==> src/nlc_pkg.sv <==
package nlc_pkg;

	// Frame geometry
	localparam int NUM_CH = 4;
	localparam int CH_W = $clog2(NUM_CH);
	localparam int NUM_STEPS = 7;
	localparam int STEP_W = 3;
	localparam int NUM_COEFF = 6;

	// Internal word is signed, FRAC_BITS of fraction
	localparam int WORD_W = 32;
	localparam int FRAC_BITS = 21;
	localparam int ADC_W = 21;

	typedef logic signed [WORD_W-1:0] word_t;
	typedef logic [ADC_W-1:0] adc_t;
	typedef logic [CH_W-1:0] ch_t;
	typedef logic [STEP_W-1:0] step_t;

	localparam word_t ONE = word_t'(1 << FRAC_BITS);

	// Step encoding
	localparam step_t STEP_OFFSET = 3'd0;
	localparam step_t STEP_SCALE = 3'd1;
	localparam step_t STEP_POLY = 3'd2;
	localparam step_t STEP_LAST = step_t'(NUM_STEPS - 1);

	localparam ch_t CH_LAST = ch_t'(NUM_CH - 1);

	// Per-channel calibration, coeff[k] multiplies the k-th power
	typedef struct packed {
		word_t neg_mean;
		word_t recip_stdev;
		word_t [NUM_COEFF-1:0] coeff;
	} ch_param_t;

	typedef struct packed {
		word_t a;
		word_t b;
		word_t c;
		ch_t ch;
		step_t step;
		logic valid;
	} mac_op_t;

	typedef struct packed {
		word_t result;
		ch_t ch;
		step_t step;
		logic valid;
	} mac_res_t;

	typedef enum logic [1:0] {
		ST_IDLE,
		ST_RUN,
		ST_DRAIN,
		ST_DONE
	} ctrl_state_t;

	// Raw sample maps onto [0, 1)
	function automatic word_t to_word(adc_t s);
		return word_t'({{(WORD_W - ADC_W){1'b0}}, s});
	endfunction

	// Clamp to the sample range
	function automatic adc_t to_adc(word_t w);
		adc_t s;
		if (w < 0) begin
			s = '0;
		end else if (w >= ONE) begin
			s = '1;
		end else begin
			s = w[ADC_W-1:0];
		end
		return s;
	endfunction

	// Full product, rescaled and truncated to a word
	function automatic word_t fx_scale(word_t a, word_t b);
		logic signed [2*WORD_W-1:0] prod;
		logic signed [2*WORD_W-1:0] shifted;
		prod = a * b;
		shifted = prod >>> FRAC_BITS;
		return shifted[WORD_W-1:0];
	endfunction

	// One multiply-add with wraparound
	function automatic word_t fx_madd(word_t a, word_t b, word_t c);
		word_t sum;
		sum = fx_scale(a, b) + c;
		return sum;
	endfunction

endpackage

==> src/fx_mac.sv <==
`timescale 1ns/1ps

module fx_mac
	import nlc_pkg::*;
(
	input logic clk,
	input logic rst,
	input mac_op_t op,
	output mac_res_t res
);

	// Product stage contents
	typedef struct packed {
		word_t prod;
		word_t c;
		ch_t ch;
		step_t step;
		logic valid;
	} stage_t;

	stage_t s1;
	word_t scaled;
	word_t sum;

	assign scaled = fx_scale(op.a, op.b);

	// Stage one, scaled product plus addend and tag
	always_ff @(posedge clk) begin
		if (op.valid) begin
			s1.prod <= scaled;
			s1.c <= op.c;
			s1.ch <= op.ch;
			s1.step <= op.step;
		end
		s1.valid <= op.valid;
		if (rst) begin
			s1.valid <= 1'b0;
		end
	end

	// 32-bit wraparound add
	assign sum = s1.prod + s1.c;

	// Stage two, result with tag
	always_ff @(posedge clk) begin
		if (s1.valid) begin
			res.result <= sum;
			res.ch <= s1.ch;
			res.step <= s1.step;
		end
		res.valid <= s1.valid;
		if (rst) begin
			res.valid <= 1'b0;
		end
	end

endmodule

==> src/nlc_control.sv <==
`timescale 1ns/1ps

module nlc_control
	import nlc_pkg::*;
(
	input logic clk,
	input logic rst,
	input logic req,
	output logic ack,
	input adc_t x_adc [NUM_CH],
	input ch_param_t ch_params [NUM_CH],
	output mac_op_t op,
	input mac_res_t res
);

	ctrl_state_t state;
	ch_t ch_cnt;
	step_t step_cnt;

	logic start;
	logic res_final;

	adc_t x_cap [NUM_CH];
	word_t acc [NUM_CH];
	word_t n_val [NUM_CH];

	ch_param_t prm;
	word_t cur_acc;
	word_t cur_n;
	step_t coeff_idx;
	mac_op_t op_next;

	// New frame only from idle with the previous ack already dropped
	assign start = (state == ST_IDLE) && req && !ack;

	assign res_final = res.valid && (res.step == STEP_LAST) && (res.ch == CH_LAST);

	// Frame FSM with channel index counting fastest
	always_ff @(posedge clk) begin
		if (rst) begin
			state <= ST_IDLE;
			ch_cnt <= '0;
			step_cnt <= '0;
			ack <= 1'b0;
		end else begin
			case (state)
				ST_IDLE: begin
					if (start) begin
						state <= ST_RUN;
						ch_cnt <= '0;
						step_cnt <= '0;
					end
				end
				ST_RUN: begin
					if (ch_cnt == CH_LAST) begin
						ch_cnt <= '0;
						if (step_cnt == STEP_LAST) begin
							state <= ST_DRAIN;
						end else begin
							step_cnt <= step_cnt + 1'b1;
						end
					end else begin
						ch_cnt <= ch_cnt + 1'b1;
					end
				end
				ST_DRAIN: begin
					// Last result leaves the pipe, store writes on this edge
					if (res_final) begin
						state <= ST_DONE;
					end
				end
				ST_DONE: begin
					if (!ack) begin
						ack <= 1'b1;
					end else if (!req) begin
						ack <= 1'b0;
						state <= ST_IDLE;
					end
				end
				default: begin
					state <= ST_IDLE;
				end
			endcase
		end
	end

	// Samples held for the whole frame
	always_ff @(posedge clk) begin
		if (start) begin
			x_cap <= x_adc;
		end
	end

	// Accumulator file, plus n kept from the scale step
	always_ff @(posedge clk) begin
		if (res.valid) begin
			acc[res.ch] <= res.result;
			if (res.step == STEP_SCALE) begin
				n_val[res.ch] <= res.result;
			end
		end
	end

	assign cur_acc = acc[ch_cnt];
	assign cur_n = n_val[ch_cnt];

	assign prm = ch_params[ch_cnt];

	// Horner order, step 3 takes coeff[3] down to coeff[0] at the last step
	assign coeff_idx = STEP_LAST - step_cnt;

	always_comb begin
		op_next.ch = ch_cnt;
		op_next.step = step_cnt;
		op_next.valid = (state == ST_RUN);
		case (step_cnt)
			STEP_OFFSET: begin
				op_next.a = to_word(x_cap[ch_cnt]);
				op_next.b = ONE;
				op_next.c = prm.neg_mean;
			end
			STEP_SCALE: begin
				op_next.a = cur_acc;
				op_next.b = prm.recip_stdev;
				op_next.c = '0;
			end
			STEP_POLY: begin
				op_next.a = prm.coeff[NUM_COEFF-1];
				op_next.b = cur_n;
				op_next.c = prm.coeff[NUM_COEFF-2];
			end
			default: begin
				op_next.a = cur_acc;
				op_next.b = cur_n;
				op_next.c = prm.coeff[coeff_idx];
			end
		endcase
	end

	// Registered issue into fx_mac
	always_ff @(posedge clk) begin
		op <= op_next;
		if (rst) begin
			op.valid <= 1'b0;
		end
	end

endmodule

==> src/nlc_top.sv <==
`timescale 1ns/1ps

module nlc_top
	import nlc_pkg::*;
(
	input logic clk,
	input logic rst,
	input logic req,
	output logic ack,
	input adc_t x_adc [NUM_CH],
	input ch_param_t ch_params [NUM_CH],
	output adc_t x_lin [NUM_CH]
);

	mac_op_t op;
	mac_res_t res;

	// Frame handshake, sequencing and accumulators
	nlc_control u_control (
		.clk (clk),
		.rst (rst),
		.req (req),
		.ack (ack),
		.x_adc (x_adc),
		.ch_params (ch_params),
		.op (op),
		.res (res)
	);

	// Shared arithmetic unit
	fx_mac u_mac (
		.clk (clk),
		.rst (rst),
		.op (op),
		.res (res)
	);

	// Output conversion and per-channel sample registers
	result_store u_store (
		.clk (clk),
		.rst (rst),
		.res (res),
		.x_lin (x_lin)
	);

endmodule

==> src/result_store.sv <==
`timescale 1ns/1ps

module result_store
	import nlc_pkg::*;
(
	input logic clk,
	input logic rst,
	input mac_res_t res,
	output adc_t x_lin [NUM_CH]
);

	logic final_hit;
	adc_t sample;
	logic [NUM_CH-1:0] wr_en;

	// Only the last Horner step carries a finished value
	assign final_hit = res.valid && (res.step == STEP_LAST);
	assign sample = to_adc(res.result);

	genvar i;
	generate
		for (i = 0; i < NUM_CH; i++) begin : g_ch
			assign wr_en[i] = final_hit && (res.ch == ch_t'(i));

			// Holds across frames until the channel finishes again
			always_ff @(posedge clk) begin
				if (rst) begin
					x_lin[i] <= '0;
				end else if (wr_en[i]) begin
					x_lin[i] <= sample;
				end
			end
		end
	endgenerate

endmodule

==> config.mk <==
export PLATFORM = sky130hd
export DESIGN_NAME = nlc_top
export DESIGN_NICKNAME = d
export VERILOG_FILES = /design/src/nlc_pkg.sv /design/src/fx_mac.sv /design/src/nlc_control.sv /design/src/nlc_top.sv /design/src/result_store.sv
export SDC_FILE = /design/constraint.sdc
export NUM_CORES = 2
export LEC_CHECK = 0
export BUFFER_PORTS_ARGS = -buffer_cell sky130_fd_sc_hd__buf_2
export CAP_MARGIN = 20
export CORE_MARGIN = 4
export CORE_UTILIZATION = 30
export CTS_BUF_LIST = sky130_fd_sc_hd__clkbuf_4
export DETAILED_ROUTE_END_ITERATION = 8
export GPL_TIMING_DRIVEN = 0
export PLACE_DENSITY = 0.49
export SLEW_MARGIN = 10
export SYNTH_ARGS = -nofsm -noshare
export SYNTH_HDL_FRONTEND = slang
export SYNTH_SLANG_ARGS = --single-unit
==> constraint.sdc <==
create_clock -name clk -period 9.45 [get_ports clk]
set_clock_uncertainty 0.1 [all_clocks]
set_input_delay 1.89 -clock clk [delete_from_list [all_inputs] [get_ports clk]]
set_output_delay 1.89 -clock clk [all_outputs]
set_load 0.02 [all_outputs]
Word-level counts from Yosys, hierarchy flattened
Memories as Yosys holds them, arrays and structs flattened. A register that Yosys moved wholly into a read port is not among the register bits. Index checks and enable logic that the tools add are counted.

Register bits after elaboration: 386. Input bits: 1111. Word-level logic and storage cells: 109. Bits in writable memories: 256. Memories: 2. Output and inout bits: 85.

Memories: u_control.acc (words 4, width 32, read ports 1, clocked after memory_dff 1, write ports 1, RTL line nlc_control.sv:24) `word_t acc [NUM_CH];`; u_control.n_val (words 4, width 32, read ports 1, clocked after memory_dff 1, write ports 1, RTL line nlc_control.sv:25) `word_t n_val [NUM_CH];`.

Equal/unequal tests: 19. Multiply operators: 1. Mux-type cells: 36. Add/sub/neg operators: 4. $lt $le $gt $ge: 4. Reduce and logical (&&, ||, !) cells: 15. Bitwise operators: 1.

Operators with widths (number): 256-bit binary-select mux with 2-bit select (1); 256-bit 2-to-1 mux (2); 96-bit one-hot mux with 3 select lines (1); 32-bit binary-select mux with 3-bit select (1); 21-bit 2-to-1 mux (4); 32-bit by 32-bit multiplier with 53-bit output (1); 21-bit binary-select mux with 2-bit select (1); 32-bit adder (1); 32-bit by 23-bit >= comparator with 1-bit output (second input constant) (1); 32-bit by 1-bit less-than comparator with 1-bit output (second input constant) (1); 32-bit 2-to-1 mux (1); 2-bit 2-to-1 mux (12); 2-bit == test (second input constant) (5); 3-bit 2-to-1 mux (3); 2-bit inequality test (second input constant) (4); 2-bit one-hot mux with 4 select lines (1); 1-bit logical AND (7); 1-bit 2-to-1 mux (7); 3-bit by 1-bit == test with 1-bit output (second input constant) (2); 3-bit == test (second input constant) (2); 2-bit by 1-bit inequality test with 1-bit output (second input constant) (3); 3-bit one-hot mux with 2 select lines (1); 6-bit AND reduction (1); 2-bit by 1-bit == test with 1-bit output (second input constant) (2); 14 further kinds (15).

Longest topological paths before layout
Depth after elaboration: 7. Mapped depth: 30.

Modules after synthesis
A second synthesis with hierarchy kept.

Cells, all modules: 5320. Area, all modules: 63043.0 um^2.

Modules (own cells, without submodules): fx_mac (instances 1, area each 35898.2 um^2, sequential area each 3223.1 um^2, cells each 3673); nlc_control (instances 1, area each 24080.6 um^2, sequential area each 12451.9 um^2, cells each 1419); result_store (instances 1, area each 3064.2 um^2, sequential area each 1681.6 um^2, cells each 228).

Worst setup path after synthesis
Ideal clock, no wire load.

Path type: reg-to-reg. From: register, netlist name u_control.op[42]. To: register u_mac.s1[67] (netlist name), data pin. Slack: 2133 ps. Period minus slack after synthesis: 7317 ps. Arrival time: 6956 ps. Cell stages (with the launch flop): 24. Path through: dfxtp_1 -> clkbuf_1 -> and2_1 -> fa_1 -> inv_1 -> fa_1 -> inv_1 -> fa_1 -> fa_1 -> fa_1 -> fa_1 -> fa_1 -> inv_1 -> fa_1 -> inv_1 -> ha_1 -> and3_1 -> nand4_1 -> nor3_1 -> o211ai_2 -> a211oi_1 -> o31a_1 -> nor4_1 -> a311o_1.

Cells in the longest elaborated chain, start to end: 1.

RTL lines: 32-bit by 32-bit multiplier with 53-bit output (RTL line nlc_pkg.sv:82) `prod = a * b;`; named net u_mac.scaled[29] (RTL line fx_mac.sv:22) `word_t scaled;`; end, declared (RTL line fx_mac.sv:21) `stage_t s1;`.

The timed path passes the listed nets, and every way through them passes these cells. A chain may end at the register's enable or synchronous reset.

Final worst setup path
From: register, netlist name u_control.op[58]. To: register u_mac.s1[67] (netlist name), data pin.

Cells in the longest elaborated chain, start to end: 1.

RTL lines (RTL line): 32-bit by 32-bit multiplier with 53-bit output (nlc_pkg.sv:82); named net u_mac.scaled[29] (fx_mac.sv:22).

The timed path passes the listed nets, and every way through them passes these cells.

==> results.md <==
- Synth warn: 0
- Slowest stage cell, crit path: clkbuf_1
- Post-synth EDFFs: approximately 450
- Leakage Power: approximately 0.032 uW
- IR drop worst, VDD: between 0.7 and 0.8 mV
- Dominant synthesized flop cell: edfxtp_1
- Drt pass-1 iters: 6
- Post-Syn Instances: between 5,000 and 6,000
- Critical-path cell list: clkbuf_1 > and2_1 > fa_1 > inv_1 > fa_1 > inv_1 > fa_1 > fa_1 > fa_1 > fa_1 > fa_1 > fa_1 > ha_1 > buf_2 > and3_1 > nand4_1 > o21ai_0 > a21oi_1 > a211oi_1 > o31a_1 > nor4_1 > a311o_1
- Final core occ: 0.365
- First-pass GRT wire length: between 500,000 and 600,000 um
- # fillers: between 20,000 and 25,000
- Worst-path fanout max: 10
- Gate power share: 0.797
- HP Class: reg -> reg
- Most common cell on crit path: fa_1
- Final routed DRC violation total: 0
- Post-DP HPWL: between 300,000 and 400,000 um
- Synthesized flop and latch total: approximately 640
- Initial antenna violation count: 374
- Worst-path clk slew: 70 ps
- Net switching power: between 20,000 and 25,000 uW
- Netlist cell types: 69
- Most frequent cells in the layout: buf_2 (1,229), fa_1 (935), inv_1 (897)
- Root buffer cell: clkbuf_4
- Unrepaired setup endpoints after global routing: false
- Mapped Area: 62,800 um2
- CTS tree: done
- Hold path depth: 0
- Fmax: about 0.11 GHz
- Critical Path AT: 9980 ps
- Sequential area share after synthesis: 0.276
- Via density: 5.40
- Post-synth ARST share: 0
- CORE AREA: between 200,000 and 250,000 um2
- Sw frac: 0.576
- Max-Cap Viols: 0
- Overall via count from detail_route: 54,600
- Nets: 9,084
- Initial drt markers: 7,067
- CTS buffer count: 170
- CP endpoint kind: flop
- Avg Inst Size Synth: between 10 and 15 um2
- Drt total wl: 426,000 um
- Overall power: approximately 36,000 uW
- Slew HR: 0.218
- Boundary pin count: approximately 1,200
- Tot GR Track Use: 0.386
- Row count: around 170
- CTS Buffer Depth: 3
- FF-to-FF path depth: 22
- Clock power share: 0.069
- CP required: 10,160 ps
- Flop pwr share: 0.134
- Final Setup Violations: 0
- Most common cell after layout, fill and taps aside: buf_2
- DIE AREA: between 200,000 and 250,000 um2
- DIE WIDTH: 466 um
- Htree depth: 4
- Clock Sinks: 644
- Slew Viols, Final: 0
- Int Power: around 15,000 uW
- Part of the cycle the worst path needs: 0.981
- Critical Path Max Stage Delay: 880 ps
- Cell Pwr Density: approximately 480 nW/um2
- Worst skew pair latency: around 1100 ps
- Share of layout cells above drive strength 1: 0.283
- Vias in the first global route: about 53,000
- Starting Density: 0.302
- Crit path time final: just over 9000 ps
- Dpl cell area: 72,700 um2
- GPL Wtd Cong: roughly 1.1
- Crit Path Category: reg -> reg
- Slew @ Worst Pin: roughly 1200 ps
- GRT overflow: 0
- Largest net degree at the start of global routing: 62
- Design area: around 76,000 um2
- Fin. Hold Viols: 0
- Syn_nets: about 7,700
- Die height: 466 um
- Layout area overhead: 20.7%
- ANT nets after route: 0
- Startpoint types: flop
- Drt wl/cell: roughly 42 um
- Outcome: complete, no violations
- Setup Buffers After CTS: 0
- PortBufs: roughly 1,200
- Hold_buf cts: 0
## timing repair
action | CTS | global route
resized for setup | 8 | 44
hold endpoints to repair | 0 | 0
setup endpoints to repair | 2 | 6
## power groups by stage
| stage | Combinational [uW] | Clock [uW] | Sequential [uW] |
|---|---|---|---|
| after floorplan | 16500 | 0 | 4430 |
| after global placement | 28100 | 0 | 4930 |
| after detailed placement | 28000 | 0 | 4870 |
| after CTS | 28600 | 2540 | 4810 |
| after global routing | 30900 | 2700 | 4860 |
| final | 29000 | 2510 | 4850 |
## metal layers
layer | vias to the layer above | wire [um] | GRT usage
met5 | - | 401 | 0
met2 | 3965 | 191000 | 0.595
met1 | 28500 | 163000 | 0.482
met4 | 58 | 30600 | 0.221
li1 | 21100 | - | -
met3 | 1041 | 41600 | 0.116
## cells by family after synthesis
group | after synthesis | synth area share
buffers and inverters | 1244 | 0.0754
multiplexers | 376 | 0.134
XOR/XNOR | 90 | 0.0125
AND/OR/NAND/NOR | 1496 | 0.114
flip-flops | 644 | 0.276
AO/OA/AOI/OAI | 448 | 0.0483
adder cells (fa/ha/maj) | 1144 | 0.340
## per-stage QoR
step	instances	TNS (ps)	hold slack, ps	worst slack [ps]
after global placement	9424	-1010	230	-336
after CTS	9748	0	254	88.8
final	10100	0	275	181
after detailed placement	9446	-176	239	-176
after floorplan	5442	0	226	2130
after global routing	9944	0	264	6.60
## critical path, delay by kind of cell, from the launching register on
family / cells / cell delay, ps
flops: 1 / 830
compound gates: 5 / 1680
simple gates: 4 / 850
fa+ha+maj: 9 / 4310
buf+inv: 4 / 1250
## layout make-up
class / instances / area (um2) / area share
clock inverters: 52 / 317 / 0.00417
repair buffers: 1216 / 6310 / 0.0833
plain buffers: 346 / 1410 / 0.0185
well taps: 2788 / 3490 / 0.0460
inverters: 897 / 3370 / 0.0444
clock buffers: 250 / 1880 / 0.0247
multi-input cells: 3554 / 40800 / 0.538
diodes: 366 / 916 / 0.0121
flip-flops and latches: 644 / 17400 / 0.229
## registers in the layout (all words and copies together) (netlist names), named ones only
register and flops:
u_control.acc 128, u_control.ack 1, u_control.ch_cnt 2, u_control.n_val 128
u_control.op 102, u_control.state 2, u_control.step_cnt 3, u_control.x_cap 84
u_mac.res 38, u_mac.s1 70, u_store.x_lin 84
## Yosys cell counts (all sizes together) (23+ instances only)
| cell type | count | share of area |
|---|---|---|
| nor2b | 23 | 0.0023 |
| a22oi | 85 | 0.010 |
| nand2 | 789 | 0.047 |
| dfxtp | 198 | 0.063 |
| and2 | 498 | 0.050 |
| o31ai | 34 | 0.0041 |
| inv | 897 | 0.054 |
| a22o | 43 | 0.0060 |
| xor2 | 25 | 0.0035 |
| ha | 209 | 0.042 |
| fa | 935 | 0.30 |
| buf | 57 | 0.0045 |
| xnor2 | 65 | 0.0091 |
| a21oi | 148 | 0.012 |
| edfxtp | 446 | 0.21 |
| o21ai | 45 | 0.0038 |
| mux4 | 373 | 0.13 |
| nor2 | 95 | 0.0057 |
| clkbuf | 290 | 0.017 |
## worst paths after layout
check,end,from,slack [ps]
setup / recovery,u_mac.s1[67],u_control.op[58],180
hold / removal,u_control.op[3],u_control.step_cnt[2],280
setup reg to reg,u_mac.s1[67],u_control.op[58],180
hold reg to reg,u_control.op[3],u_control.step_cnt[2],280
No activity file was read; power rests on OpenSTA's default activity.
